==> config.mk <==
export PLATFORM = sky130hd
export DESIGN_NAME = arrayMachine
export DESIGN_NICKNAME = d
export VERILOG_FILES = /design/src/logic/heapPkg.sv /design/src/logic/machinePkg.sv /design/src/logic/arrayAllocator.sv /design/src/logic/arrayMachine.sv /design/src/logic/arraySearch.sv /design/src/logic/heapArbiter.sv /design/src/logic/heapMemory.sv /design/src/logic/programExecutor.sv
export VERILOG_INCLUDE_DIRS = /design/src /design/src/logic
export SDC_FILE = /design/constraint.sdc
export NUM_CORES = 1
export LEC_CHECK = 0
export BUFFER_PORTS_ARGS = -buffer_cell sky130_fd_sc_hd__clkbuf_2
export CAP_MARGIN = 25
export CORE_AREA = 2 2 277 279
export CTS_CLUSTER_DIAMETER = 80
export DETAILED_ROUTE_END_ITERATION = 6
export DIE_AREA = 0 0 279 281
export PLACE_DENSITY = 0.85
export SKIP_LAST_GASP = 1
export SLEW_MARGIN = 20
export SYNTH_ARGS = -nofsm -noshare
export SYNTH_HDL_FRONTEND = slang
export SYNTH_SLANG_ARGS = --single-unit
==> constraint.sdc <==
create_clock -name clk -period 9.1 [get_ports clk]
set_input_delay 1.365 -clock clk [delete_from_list [all_inputs] [get_ports clk]]
set_output_delay 1.365 -clock clk [all_outputs]
set_load 0.02 [all_outputs]
==> src/logic/machine_defs.svh <==
//--------------------------------------------------------------------------
// Sizes shared by the array machine RTL and its testbench
// AREA_SIZE and ARRAY_COUNT must be powers of two so areas pack the heap
//--------------------------------------------------------------------------
`ifndef MACHINE_DEFS_SVH
`define MACHINE_DEFS_SVH

`define MEM_WIDTH        12                // Heap and local word
`define AREA_SIZE        4                 // Words per array area
`define ARRAY_COUNT      4                 // Live arrays at most
`define HEAP_ADDR_BITS   4                 // 16 heap words

`define LOCAL_COUNT      8
`define LOCAL_ADDR_BITS  3

`define PROG_DEPTH       32
`define PROG_ADDR_BITS   5

`define OPCODE_BITS      4
`define INSTR_WIDTH      22                // Opcode, target, source, immediate

`endif

==> src/logic/heapPkg.sv <==
//--------------------------------------------------------------------------
// Heap peers and heap operations
// Peer values index the request and grant vectors of the arbiter
//--------------------------------------------------------------------------
package heapPkg;

  typedef enum logic [1:0] {
    peerExec   = 2'd0,
    peerSearch = 2'd1,
    peerPeek   = 2'd2
  } heapPeer_t;

  typedef enum logic {opRead = 1'b0, opWrite = 1'b1} heapOp_t;

endpackage

==> src/logic/machinePkg.sv <==
//--------------------------------------------------------------------------
// Instruction set and executor types
// An instruction is one word: opcode, target local, source local, immediate
//--------------------------------------------------------------------------
`include "machine_defs.svh"

package machinePkg;

  typedef enum logic [`OPCODE_BITS-1:0] {
    opHalt, opArray, opFree, opMov, opMovWrite, opMovRead, opArrayIndex, opOut
  } opcode_t;

  typedef enum logic [2:0] {idle, fetch, heapWait, searchWait, halted} execState_t;

  typedef logic [$clog2(`ARRAY_COUNT)-1:0] arrayNum_t;   // Array number
  typedef logic [$clog2(`AREA_SIZE)-1:0]   index_t;      // Element within an area
  typedef logic [$clog2(`AREA_SIZE):0]     length_t;     // 0 to AREA_SIZE

  // ------------------------------------------------------------------------
  // Instruction field positions
  localparam int OP_MSB     = `INSTR_WIDTH - 1;
  localparam int OP_LSB     = OP_MSB - `OPCODE_BITS + 1;
  localparam int TARGET_MSB = OP_LSB - 1;
  localparam int TARGET_LSB = TARGET_MSB - `LOCAL_ADDR_BITS + 1;
  localparam int SOURCE_MSB = TARGET_LSB - 1;
  localparam int SOURCE_LSB = SOURCE_MSB - `LOCAL_ADDR_BITS + 1;
  localparam int IMM_MSB    = `MEM_WIDTH - 1;
  localparam int IMM_LSB    = 0;

endpackage

==> src/logic/arrayAllocator.sv <==
//--------------------------------------------------------------------------
// Hands out array numbers, freed ones first, and tracks each array length
// Freeing an array that is not live is not detected
//--------------------------------------------------------------------------
`timescale 1ns/100ps
`include "machine_defs.svh"

module arrayAllocator (
  input  logic                  clk,
  input  logic                  reset,
  input  logic                  allocStrobe,
  output machinePkg::arrayNum_t allocArray,
  output logic                  allocFail,
  input  logic                  freeStrobe,
  input  machinePkg::arrayNum_t freeArray,
  input  logic                  lengthWrite,
  input  machinePkg::arrayNum_t lengthArray,
  input  machinePkg::index_t    lengthIndex,
  input  machinePkg::arrayNum_t queryArray,
  output machinePkg::length_t   arrayLength
);
  import machinePkg::*;

  localparam int COUNT_BITS = $clog2(`ARRAY_COUNT) + 1;

  logic [COUNT_BITS-1:0] allocCount;             // Fresh arrays handed out
  logic [COUNT_BITS-1:0] freedTop;               // Entries on the freed stack
  arrayNum_t             freedStack [`ARRAY_COUNT];
  length_t               lengths [`ARRAY_COUNT];
  logic                  reuse;
  length_t               grown;

  assign reuse       = freedTop != '0;
  assign allocArray  = reuse ? freedStack[arrayNum_t'(freedTop - 1'b1)]
                             : arrayNum_t'(allocCount);
  assign allocFail   = !reuse && allocCount == COUNT_BITS'(`ARRAY_COUNT);
  assign arrayLength = lengths[queryArray];
  assign grown       = length_t'(lengthIndex) + 1'b1;

  always_ff @(posedge clk) begin
    if (reset) begin
      allocCount <= '0;
      freedTop   <= '0;
    end else if (allocStrobe && !allocFail) begin
      if (reuse) begin
        freedTop <= freedTop - 1'b1;             // Pop
      end else begin
        allocCount <= allocCount + 1'b1;
      end
    end else if (freeStrobe) begin
      freedTop <= freedTop + 1'b1;               // Push
    end
  end

  always_ff @(posedge clk) begin
    if (freeStrobe) begin
      freedStack[arrayNum_t'(freedTop)] <= freeArray;
    end
    if (allocStrobe && !allocFail) begin
      lengths[allocArray] <= '0;                 // New arrays start empty
    end else if (lengthWrite && grown > lengths[lengthArray]) begin
      lengths[lengthArray] <= grown;
    end
  end

  assert property (@(posedge clk) disable iff (reset)
    freeStrobe |-> freedTop < COUNT_BITS'(`ARRAY_COUNT));

endmodule

==> src/logic/arrayMachine.sv <==
//--------------------------------------------------------------------------
// Array machine top level; load the program while reset is high
// The peek port shares the heap with the executor and the searcher
//--------------------------------------------------------------------------
`timescale 1ns/100ps
`include "machine_defs.svh"

module arrayMachine (
  input  logic                       clk,
  input  logic                       reset,
  input  logic                       progWrite,
  input  logic [`PROG_ADDR_BITS-1:0] progAddress,
  input  logic [`INSTR_WIDTH-1:0]    progData,
  input  logic                       peekRequest,
  input  logic [`HEAP_ADDR_BITS-1:0] peekAddress,
  output logic                       peekGrant,
  output logic                       peekValid,
  output logic [`MEM_WIDTH-1:0]      peekData,
  output logic                       outValid,
  output logic [`MEM_WIDTH-1:0]      outData,
  output logic                       finished,
  output logic                       fault
);
  import heapPkg::*;
  import machinePkg::*;

  logic                       execRequest;
  logic                       execWrite;
  logic [`HEAP_ADDR_BITS-1:0] execAddress;
  logic [`MEM_WIDTH-1:0]      execData;
  logic                       searchRequest;
  logic [`HEAP_ADDR_BITS-1:0] searchAddress;
  logic [2:0]                 request;
  logic [2:0]                 write;
  logic [2:0]                 grant;
  logic [2:0]                 dataValid;
  logic [`MEM_WIDTH-1:0]      readData;
  logic                       memEnable;
  heapOp_t                    memWrite;
  logic [`HEAP_ADDR_BITS-1:0] memAddress;
  logic [`MEM_WIDTH-1:0]      memIn;
  logic [`MEM_WIDTH-1:0]      memOut;
  logic                       allocStrobe;
  arrayNum_t                  allocArray;
  logic                       allocFail;
  logic                       freeStrobe;
  arrayNum_t                  freeArray;
  logic                       lengthWrite;
  arrayNum_t                  lengthArray;
  index_t                     lengthIndex;
  arrayNum_t                  queryArray;
  length_t                    arrayLength;
  logic                       searchStart;
  arrayNum_t                  searchArray;
  logic [`MEM_WIDTH-1:0]      searchKey;
  logic                       searchDone;
  length_t                    searchResult;

  assign request[peerExec]   = execRequest;
  assign request[peerSearch] = searchRequest;
  assign request[peerPeek]   = peekRequest;
  assign write               = {2'b00, execWrite};   // Only the executor writes
  assign peekGrant           = grant[peerPeek];
  assign peekValid           = dataValid[peerPeek];
  assign peekData            = readData;

  programExecutor executor (
    .clk, .reset, .progWrite, .progAddress, .progData,
    .heapRequest(execRequest), .heapWrite(execWrite),
    .heapAddress(execAddress), .heapData(execData),
    .heapGrant(grant[peerExec]), .heapDataValid(dataValid[peerExec]),
    .heapReadData(readData),
    .allocStrobe, .allocArray, .allocFail, .freeStrobe, .freeArray,
    .lengthWrite, .lengthArray, .lengthIndex,
    .searchStart, .searchArray, .searchKey, .searchDone, .searchResult,
    .outValid, .outData, .finished, .fault
  );

  arraySearch searcher (
    .clk, .reset, .searchStart, .searchArray, .searchKey, .searchDone, .searchResult,
    .request(searchRequest), .address(searchAddress),
    .grant(grant[peerSearch]), .dataValid(dataValid[peerSearch]), .readData,
    .queryArray, .arrayLength
  );

  arrayAllocator allocator (
    .clk, .reset, .allocStrobe, .allocArray, .allocFail, .freeStrobe, .freeArray,
    .lengthWrite, .lengthArray, .lengthIndex, .queryArray, .arrayLength
  );

  heapArbiter arbiter (
    .clk, .reset, .request, .write, .execAddress, .searchAddress, .peekAddress,
    .execData, .grant, .dataValid, .memEnable, .memWrite, .memAddress, .memIn,
    .memOut, .readData
  );

  heapMemory heap (
    .clk, .write(memWrite), .address(memAddress), .in(memIn),
    .enable(memEnable), .out(memOut)
  );

endmodule

==> src/logic/arraySearch.sv <==
//--------------------------------------------------------------------------
// Scans one array through the heap arbiter for a key
// Result is the 1-based position of the last match below the length, else 0
//--------------------------------------------------------------------------
`timescale 1ns/100ps
`include "machine_defs.svh"

module arraySearch (
  input  logic                       clk,
  input  logic                       reset,
  input  logic                       searchStart,
  input  machinePkg::arrayNum_t      searchArray,
  input  logic [`MEM_WIDTH-1:0]      searchKey,
  output logic                       searchDone,
  output machinePkg::length_t        searchResult,
  output logic                       request,
  output logic [`HEAP_ADDR_BITS-1:0] address,
  input  logic                       grant,
  input  logic                       dataValid,
  input  logic [`MEM_WIDTH-1:0]      readData,
  output machinePkg::arrayNum_t      queryArray,
  input  machinePkg::length_t        arrayLength
);
  import machinePkg::*;

  logic                  busy;
  arrayNum_t             arrayNum;
  logic [`MEM_WIDTH-1:0] key;
  length_t               issued;                 // Reads granted so far
  length_t               received;               // Reads returned so far

  assign queryArray = arrayNum;
  assign request    = busy && issued < arrayLength;
  assign address    = `HEAP_ADDR_BITS'(arrayNum * `AREA_SIZE + issued);
  assign searchDone = busy && received == arrayLength;   // Empty array ends at once

  always_ff @(posedge clk) begin
    if (reset) begin
      busy <= 1'b0;
    end else if (searchStart) begin
      busy         <= 1'b1;
      arrayNum     <= searchArray;
      key          <= searchKey;
      issued       <= '0;
      received     <= '0;
      searchResult <= '0;
    end else if (busy) begin
      if (grant) begin
        issued <= issued + 1'b1;                 // Next read may overlap this one
      end
      if (dataValid) begin
        received <= received + 1'b1;
        if (readData == key) begin
          searchResult <= received + 1'b1;       // Later matches overwrite
        end
      end
      if (searchDone) begin
        busy <= 1'b0;
      end
    end
  end

endmodule

==> src/logic/heapArbiter.sv <==
//--------------------------------------------------------------------------
// Round-robin heap arbiter for three peers, one grant per cycle
// Grant is combinational; read data returns the next cycle with dataValid
//--------------------------------------------------------------------------
`timescale 1ns/100ps
`include "machine_defs.svh"

module heapArbiter (
  input  logic                       clk,
  input  logic                       reset,
  input  logic [2:0]                 request,        // Indexed by heapPeer_t
  input  logic [2:0]                 write,
  input  logic [`HEAP_ADDR_BITS-1:0] execAddress,
  input  logic [`HEAP_ADDR_BITS-1:0] searchAddress,
  input  logic [`HEAP_ADDR_BITS-1:0] peekAddress,
  input  logic [`MEM_WIDTH-1:0]      execData,
  output logic [2:0]                 grant,
  output logic [2:0]                 dataValid,
  output logic                       memEnable,
  output heapPkg::heapOp_t           memWrite,
  output logic [`HEAP_ADDR_BITS-1:0] memAddress,
  output logic [`MEM_WIDTH-1:0]      memIn,
  input  logic [`MEM_WIDTH-1:0]      memOut,
  output logic [`MEM_WIDTH-1:0]      readData
);
  import heapPkg::*;

  localparam int PEERS = 3;

  heapPeer_t last;                               // Winner of the latest grant
  heapPeer_t winner;
  logic      found;
  heapPeer_t readPeer;                           // Owner of the read in flight
  logic      readPending;

  // Search starts one place after the latest winner
  always_comb begin
    winner = last;
    found  = 1'b0;
    for (int i = 1; i <= PEERS; i++) begin
      if (!found && request[(int'(last) + i) % PEERS]) begin
        winner = heapPeer_t'((int'(last) + i) % PEERS);
        found  = 1'b1;
      end
    end
  end

  always_comb begin
    case (winner)
      peerExec:   memAddress = execAddress;
      peerSearch: memAddress = searchAddress;
      default:    memAddress = peekAddress;
    endcase
  end

  assign grant     = found ? 3'b001 << winner : 3'b000;
  assign memEnable = found;
  assign memWrite  = (found && write[winner]) ? opWrite : opRead;
  assign memIn     = execData;                   // Only the executor writes
  assign dataValid = readPending ? 3'b001 << readPeer : 3'b000;
  assign readData  = memOut;

  always_ff @(posedge clk) begin
    if (reset) begin
      last        <= peerPeek;                   // Executor first after reset
      readPeer    <= peerExec;
      readPending <= 1'b0;
    end else begin
      readPending <= found && !write[winner];
      if (found) begin
        last     <= winner;
        readPeer <= winner;
      end
    end
  end

  assert property (@(posedge clk) disable iff (reset) $onehot0(grant));
  assert property (@(posedge clk) disable iff (reset) (grant & ~request) == 3'b000);

endmodule

==> src/logic/heapMemory.sv <==
//--------------------------------------------------------------------------
// Single-port heap RAM, read data registered one cycle after enable
// Contents are not cleared by reset
//--------------------------------------------------------------------------
`timescale 1ns/100ps
`include "machine_defs.svh"

module heapMemory (
  input  logic                       clk,
  input  heapPkg::heapOp_t           write,
  input  logic [`HEAP_ADDR_BITS-1:0] address,
  input  logic [`MEM_WIDTH-1:0]      in,
  input  logic                       enable,
  output logic [`MEM_WIDTH-1:0]      out
);
  import heapPkg::*;

  localparam int HEAP_SIZE = 1 << `HEAP_ADDR_BITS;

  logic [`MEM_WIDTH-1:0] memory [HEAP_SIZE];

  always_ff @(posedge clk) begin
    if (enable) begin
      if (write == opWrite) begin
        memory[address] <= in;
      end else begin
        out <= memory[address];                  // Valid the cycle after grant
      end
    end
  end

  assert property (@(posedge clk) enable |-> !$isunknown(address) && address < HEAP_SIZE);

endmodule

==> src/logic/programExecutor.sv <==
//--------------------------------------------------------------------------
// Executes the stored program one instruction at a time
// The program store is written only while reset is high; undefined opcodes
// raise fault; the program counter wraps at PROG_DEPTH
//--------------------------------------------------------------------------
`timescale 1ns/100ps
`include "machine_defs.svh"

module programExecutor (
  input  logic                       clk,
  input  logic                       reset,
  input  logic                       progWrite,
  input  logic [`PROG_ADDR_BITS-1:0] progAddress,
  input  logic [`INSTR_WIDTH-1:0]    progData,
  output logic                       heapRequest,
  output logic                       heapWrite,
  output logic [`HEAP_ADDR_BITS-1:0] heapAddress,
  output logic [`MEM_WIDTH-1:0]      heapData,
  input  logic                       heapGrant,
  input  logic                       heapDataValid,
  input  logic [`MEM_WIDTH-1:0]      heapReadData,
  output logic                       allocStrobe,
  input  machinePkg::arrayNum_t      allocArray,
  input  logic                       allocFail,
  output logic                       freeStrobe,
  output machinePkg::arrayNum_t      freeArray,
  output logic                       lengthWrite,
  output machinePkg::arrayNum_t      lengthArray,
  output machinePkg::index_t         lengthIndex,
  output logic                       searchStart,
  output machinePkg::arrayNum_t      searchArray,
  output logic [`MEM_WIDTH-1:0]      searchKey,
  input  logic                       searchDone,
  input  machinePkg::length_t        searchResult,
  output logic                       outValid,
  output logic [`MEM_WIDTH-1:0]      outData,
  output logic                       finished,
  output logic                       fault
);
  import machinePkg::*;

  logic [`INSTR_WIDTH-1:0]     progMem [`PROG_DEPTH];
  logic [`MEM_WIDTH-1:0]       localMem [`LOCAL_COUNT];
  execState_t                  state;
  logic [`PROG_ADDR_BITS-1:0]  pc;
  logic [`INSTR_WIDTH-1:0]     instr;
  opcode_t                     op;
  logic [`LOCAL_ADDR_BITS-1:0] target;
  logic [`LOCAL_ADDR_BITS-1:0] source;
  logic [`MEM_WIDTH-1:0]       imm;
  logic [`MEM_WIDTH-1:0]       targetValue;
  logic [`MEM_WIDTH-1:0]       sourceValue;
  logic                        executing;

  // Area of the array plus the element index
  function automatic logic [`HEAP_ADDR_BITS-1:0] elementAddress(
      input logic [`MEM_WIDTH-1:0] arrayWord, input logic [`MEM_WIDTH-1:0] indexWord);
    return `HEAP_ADDR_BITS'(arrayNum_t'(arrayWord) * `AREA_SIZE + index_t'(indexWord));
  endfunction

  always_ff @(posedge clk) begin
    if (reset && progWrite) begin
      progMem[progAddress] <= progData;
    end
  end

  // ------------------------------------------------------------------------
  // Decode
  assign instr       = progMem[pc];
  assign op          = opcode_t'(instr[OP_MSB:OP_LSB]);
  assign target      = instr[TARGET_MSB:TARGET_LSB];
  assign source      = instr[SOURCE_MSB:SOURCE_LSB];
  assign imm         = instr[IMM_MSB:IMM_LSB];
  assign targetValue = localMem[target];
  assign sourceValue = localMem[source];
  assign executing   = state == fetch;

  assign allocStrobe = executing && op == opArray;
  assign freeStrobe  = executing && op == opFree;
  assign freeArray   = arrayNum_t'(targetValue);
  assign lengthWrite = executing && op == opMovWrite;  // Length grows with each write
  assign lengthArray = arrayNum_t'(targetValue);
  assign lengthIndex = index_t'(imm);
  assign searchStart = executing && op == opArrayIndex;
  assign searchArray = arrayNum_t'(sourceValue);
  assign searchKey   = imm;

  // ------------------------------------------------------------------------
  // Dispatch
  always_ff @(posedge clk) begin
    if (reset) begin
      state       <= idle;
      pc          <= '0;
      heapRequest <= 1'b0;
      heapWrite   <= 1'b0;
      outValid    <= 1'b0;
      finished    <= 1'b0;
      fault       <= 1'b0;
    end else begin
      outValid <= 1'b0;
      case (state)
        idle: state <= fetch;
        fetch: begin
          case (op)
            opHalt: begin
              finished <= 1'b1;                  // Held until reset
              state    <= halted;
            end
            opArray: begin
              if (allocFail) begin
                fault <= 1'b1;
                state <= halted;
              end else begin
                localMem[target] <= `MEM_WIDTH'(allocArray);
                pc               <= pc + 1'b1;
              end
            end
            opFree: pc <= pc + 1'b1;
            opMov: begin
              localMem[target] <= imm;
              pc               <= pc + 1'b1;
            end
            opMovWrite: begin
              heapRequest <= 1'b1;
              heapWrite   <= 1'b1;
              heapAddress <= elementAddress(targetValue, imm);
              heapData    <= sourceValue;
              state       <= heapWait;
            end
            opMovRead: begin
              heapRequest <= 1'b1;
              heapWrite   <= 1'b0;
              heapAddress <= elementAddress(sourceValue, imm);
              state       <= heapWait;
            end
            opArrayIndex: state <= searchWait;
            opOut: begin
              outValid <= 1'b1;
              outData  <= sourceValue;
              pc       <= pc + 1'b1;
            end
            default: begin
              fault <= 1'b1;                     // Undefined opcode
              state <= halted;
            end
          endcase
        end
        heapWait: begin
          if (heapGrant) begin
            heapRequest <= 1'b0;
            if (heapWrite) begin
              pc    <= pc + 1'b1;                // Write done at the grant edge
              state <= fetch;
            end
          end
          if (heapDataValid) begin
            localMem[target] <= heapReadData;
            pc               <= pc + 1'b1;
            state            <= fetch;
          end
        end
        searchWait: begin
          if (searchDone) begin
            localMem[target] <= `MEM_WIDTH'(searchResult);
            pc               <= pc + 1'b1;
            state            <= fetch;
          end
        end
        default: ;                               // Halted until reset
      endcase
    end
  end

  assert property (@(posedge clk) disable iff (reset)
    state inside {idle, fetch, heapWait, searchWait, halted});

endmodule

* Word-level counts from Yosys, hierarchy flattened *
Memory sizes are Yosys's and may differ from the RTL's. A register that Yosys moved wholly into a read port is not among the register bits.
Index checks and enable logic that the tools add are counted.
Widths: inputs -> output; s select.

storage, ports and cells
  output and inout bits = 29
  memories kept = 5
  logic and storage cells = 231
  bits in registers = 76
  bits of input ports = 35
  memory bits (writable) = 1012

operators by class
  bitwise gates (word level) = 8
  div/mod/pow operators = 3
  reduce and logical (&&, ||, !) cells = 53
  shift-type cells = 2
  $lt $le $gt $ge = 6
  muxes and demuxes = 95
  add/subtract/negate cells = 13
  eq/ne operators = 25

memory list
  memory                words  width  read ports  clocked after memory_dff  wr ports  line                   text
  executor.progMem      32     22     1           1                         1         programExecutor.sv:42  logic [`INSTR_WIDTH-1:0] progMem [`PROG_DEPTH];
  heap.memory           16     12     1           1                         1         heapMemory.sv:20       logic [`MEM_WIDTH-1:0] memory [HEAP_SIZE];
  executor.localMem     8      12     2           0                         1         programExecutor.sv:43  logic [`MEM_WIDTH-1:0] localMem [`LOCAL_COUNT];
  allocator.lengths     4      3      2           1                         1         arrayAllocator.sv:29   length_t lengths [`ARRAY_COUNT];
  allocator.freedStack  4      2      1           0                         1         arrayAllocator.sv:28   arrayNum_t freedStack [`ARRAY_COUNT];

operators with widths
  cell                   count
  $lt 32x4->1 const B    3
  $mod 32x3->32 const B  3
  $mux 3                 18
  $mux 1                 48
  $mux 12                3
  $mux 5                 7
  $pmux 3 s4             2
  $reduce_and 3->1       7
  $eq 4x3->1 const B     4
  $pmux 4 s2             2
  $pmux 5 s3             1
  $logic_and 1x1->1      14
  $reduce_bool 2->1      7
  $add 3x1->3 const B    4
  $eq 12x12->1           1
  $mux 2                 6
  $reduce_and 2->1       6
  $reduce_and 6->1       2
  $pmux 5 s2             1
  $add 4x2->4            2
  $bmux 1 s2             4
  $eq 4x2->1 const B     2
  $ne 2x1->1 const B     4
  $reduce_or 7->1        1
  31 further kinds       53

* Depth between registers and ports, before layout *
  depth in word-level cells = 19
  depth in mapped cells = 25
  gate-level depth less buffers = 18

* Cells and area by module *
From an unflattened synthesis, not the netlist that was laid out.

unflattened totals
  cell total of the unflattened synthesis = 2172
  area total of the unflattened synthesis = 44112.3 um^2

by module, submodules not included
  module           cells each  seq. area each (um^2)  instances  area an instance (um^2)
  programExecutor  1546        25224.2                1          33021.7
  heapMemory       335         6125.9                 1          7738.7
  arrayAllocator   111         720.7                  1          1433.9
  arraySearch      76          710.7                  1          1092.3
  heapArbiter      103         80.1                   1          822.0
  arrayMachine     1           0.0                    1          3.8

* Least setup slack after synthesis *
No wires, ideal clock.

  path kind = register -> register
  from = register (tool-made name)
  to = memory allocator.lengths[3][0] in the netlist's numbering, enable pin
  buffers on the path = 8
  cell stages (with the launch flop) = 22
  arrival time = 4.453 ns
  data required time = 8.756 ns
  library setup time = 0.344 ns
  clock period less this slack = 4.797 ns
  slack = 4.303 ns
  path through = dfxtp_1 buf_6 buf_12 buf_12 buf_6 buf_4 buf_2 buf_2 buf_2 mux4_2 mux4_2 nand2_1 nand2_1 ha_1 ha_1 a21o_1 a21oi_1 a31oi_1 nand2_1 nor2_1 nand2_1 o21ai_0

RTL lines
  item           line
  end, declared  arrayAllocator.sv:29

==> metrics <==
Critical Path Source Type=register; Synth async-reset ratio=0%; Resized Gates After CTS=0; Tcrit/Tclk final=65.1%; reg2reg setup slack=approximately 3.2 ns; share of cells above drive strength 1=between 20% and 30%; Fin Hold WS=0.510 ns; Bufs and invs on worst path=2; Placer Congestion=about 0.83; Syn Inst Count=approximately 2,400; Final setup viols=0; row count=between 100 and 150; gr ovfl total=0; vias per cell=around 7.0; post-DP HPWL=63.5 mm; dpl cells=roughly 3,400; # IOs=64; Leakage=~16 nW; top cell family by delay on the critical path=multiplexers; Worst-Margin Slew=between 1 and 1.5 ns; most frequent CP cell=nand2_1; Multi-input gate area=roughly 12,000 µm²; routed length per instance=32.3 µm; Die Height=~280 µm; Synth Net Count=approximately 2,500; Max-slew headroom=between 20% and 30%; Seq pwr share=between 40% and 50%; CP endpoint kind=register; GRT Overall Usage=about 30%; # Post-CTS Setup Buffers=0; total CTS buffers=between 100 and 150; Synth area leaders=edfxtp_1 (72%), mux4_2 (11%), a22oi_1 (1.8%); WS Path Type=register to register; starting density of the core=about three fifths; pin count of the biggest net entering global routing=75; clock sinks=about 1,100; hold path depth=1; Max VDD drop=about 0.31 mV; flops & latches, synth=between 1,000 and 1,500; CTS tree=built; Register Area=~33,000 µm²; Core Area=approximately 75,000 µm²; Post-CTS Hold Buffers=0; crit-path cells=buf_4, mux4_1, mux4_2, mux2i_4, inv_2, nand2_4, o22ai_1, a2111o_1, mux2i_1, mux2_2, ha_1, a21o_1, a21oi_1, a31oi_1, nand2_1, nor2_1, nand2_1, o21ai_0; Arr. time, crit path=roughly 6.2 ns; unrepaired setup endpoints after global routing=no; Die ar.=between 70,000 and 80,000 µm²; Synth Flop Type=edfxtp_1; synth warn=0; unique cell type count in the Yosys netlist=80; Post-synth EDFFs=1,075; Nets=~2,600; Seq/Total Area, Yosys=between 70 and 80%; residual DRC count=0; Worst Skew=just under 0.04 ns; Final Non-Filler Cells=about 3,600; synthesis-to-layout area growth=11.9%; Clock power frac=a little over a third; max-cap viol count=0; H-tree Lvls=3; Sw Share=roughly 25%; reg2reg end=allocator.lengths[3][1]$_DFFE_PP_; Fillers=approximately 4,400; Psw=~2.9 mW; fin crit period=roughly 6 ns; Die Width=279 µm; DR iter-0 viols=around 3,700; global-route wire length before repair=169 mm; max-slew violations=0; vias in the first global route=25,500; post-synthesis cell area=between 40,000 and 50,000 µm²; Final Util=66.6%; # port buffers=63; Final ANT Viol Nets=0; Total Wirelength=116 mm; placed cell areas=46,700 µm²; Gate power share=13.8%; outcome=finished, final reports clean; syn avg cell area=around 19 µm²; clk_lat worst skew=roughly 0.7 ns; Crit Path Max Fanout=52; required time of the worst setup path=9.42 ns; maximum clock frequency=between 0.15 and 0.2 GHz; Hold Path Class=register to register; Stages on worst setup path=18; initial antenna violation count=3; drt first pass iters=6; Worst setup endpoint=allocator.lengths[3][1]$_DFFE_PP_; slowest stage delay, CP=0.76 ns; PwrDens=roughly 230 nW/µm²; Post-Layout Inst Area=50,300 µm²; post-synth top area share=just over 70%; Clock Pin Slew Worst Setup and Hold Paths=about 0.060 ns; clk buf depth=3; reg2reg path depth=18; Fin. Hold Viols=0; Root Driver=clkbuf_16; Vias=between 20,000 and 25,000; TNS Setup=0 ns; largest area contributor in the netlist=edfxtp_1; Int Power=8.73 mW; CP max-delay cell=buf_4
==> synthesized netlist by cell type, drive strengths merged, types with 3 or more instances <==
cell type / instances
ha: 19
and2: 22
nor2b: 18
edfxtp: 1075
xnor2: 19
nor2: 109
or4: 5
a32oi: 4
a311oi: 3
or3: 4
a221oi: 3
o21ai: 94
dfxtp: 31
nand4: 20
inv: 36
nand2: 138
nand3b: 13
a31oi: 23
nor3b: 4
a22oi: 108
clkbuf: 66
a31o: 35
mux4: 243
o31ai: 6
a21oi: 18
buf: 64
o22ai: 7
nand2b: 8
nor3: 18
o311ai: 3
mux2: 25
nand3: 38
xor2: 4
and3: 8
mux2i: 69
==> per-layer routing <==
layer / global-route usage, % / wire (µm)
met1: 36.9 / 38400
met2: 51.6 / 60300
met3: 5.10 / 11500
met4: 15.4 / 5650
met5: 0 / 0
==> how the worst min path moves through the flow <==
| stage | end | startpoint | slack (ns) |
|---|---|---|---|
| 6_report | allocator.freedTop[2]$_SDFFE_PP0P_ | allocator.freedTop[2]$_SDFFE_PP0P_ | 0.51 |
| 5_1_grt | allocator.freedTop[2]$_SDFFE_PP0P_ | allocator.freedTop[2]$_SDFFE_PP0P_ | 0.53 |
| 3_3_place_gp | allocator.freedTop[2]$_SDFFE_PP0P_ | allocator.freedTop[2]$_SDFFE_PP0P_ | 0.48 |
| 4_1_cts | allocator.freedTop[2]$_SDFFE_PP0P_ | allocator.freedTop[2]$_SDFFE_PP0P_ | 0.51 |
| 3_5_place_dp | allocator.freedTop[2]$_SDFFE_PP0P_ | allocator.freedTop[2]$_SDFFE_PP0P_ | 0.50 |
| 2_1_floorplan | register | searcher.queryArray[0]$_DFFE_PP_ | 0.45 |
==> per-stage QoR <==
stage,worst slack (ns),power (mW)
final,3.18,11.7
after global routing,2.92,12.0
after CTS,3.24,11.7
after detailed placement,3.35,7.46
after global placement,3.58,7.40
after floorplan,4.30,7.01
==> cells by family after synthesis <==
family | Yosys count | synth area share, %
AOI/OAI and AO/OA | 335 | 5.17
DFF | 1106 | 73.3
and+or+nand+nor | 414 | 4.37
xor gates and xnor gates | 23 | 0.449
muxes | 337 | 14.5
buffers and inverters | 166 | 1.73
adders and majority gates | 19 | 0.529
==> area by class of cell <==
type | count | share of cell area, %
Clock buffer | 129 | 5.45
Tap cell | 978 | 2.43
Inverter | 36 | 0.269
Antenna cell | 4 | 0.0199
Timing Repair Buffer | 136 | 2.22
Sequential cell | 1106 | 65.5
Clock inverter | 64 | 1.19
Multi-Input combinational cell | 1128 | 23.0
==> layout by cell type, fill, tap and decap left out, types with 5 or more instances in the layout <==
master,instances
nand3_1,38
nor2_2,7
clkinv_1,24
a22oi_1,108
nor2_1,76
a31o_2,34
o22ai_1,7
clkinv_2,18
and2_1,22
a31oi_1,22
buf_16,5
nor2b_1,18
clkbuf_1,23
buf_12,12
clkinvlp_4,6
mux4_1,13
inv_1,35
o21ai_0,90
mux2i_1,65
buf_4,57
clkbuf_2,62
nand2b_1,8
nand4_1,20
xnor2_1,19
dfxtp_1,27
nor2_4,26
or4_1,5
edfxtp_1,1075
mux2_2,24
mux4_2,229
bufinv_16,7
ha_1,19
nand3b_1,13
a21oi_1,15
nor3_1,16
clkbuf_16,106
and3_1,8
nand2_1,137
==> worst reg2reg max path: cells and delay by family, from the launching register on <==
kind,cells,cell delay [ns]
mux,5,1.67
compound gates,6,1.45
buf+inv,2,0.86
flops,1,0.70
simple gates,4,0.59
fa+ha+maj,1,0.29
==> flip-flops by register name, summed over array words and instances (netlist names), 4 cells and up, named ones only <==
name	count
allocator.freedStack	8
allocator.lengths	12
executor.heapAddress	4
executor.heapData	12
executor.localMem	96
executor.outData	12
executor.pc	5
executor.progMem	704
heap.memory	192
heap.out	12
searcher.key	12
==> power groups by stage <==
stage	clock (mW)	sequential, mW	combinational (mW)
3_5_place_dp	0	5.91	1.55
6_report	4.24	5.81	1.60
5_1_grt	4.44	5.82	1.69
3_3_place_gp	0	5.91	1.49
2_1_floorplan	0	5.86	1.15
4_1_cts	4.27	5.81	1.59
No activity file was read; power rests on OpenSTA's default activity.
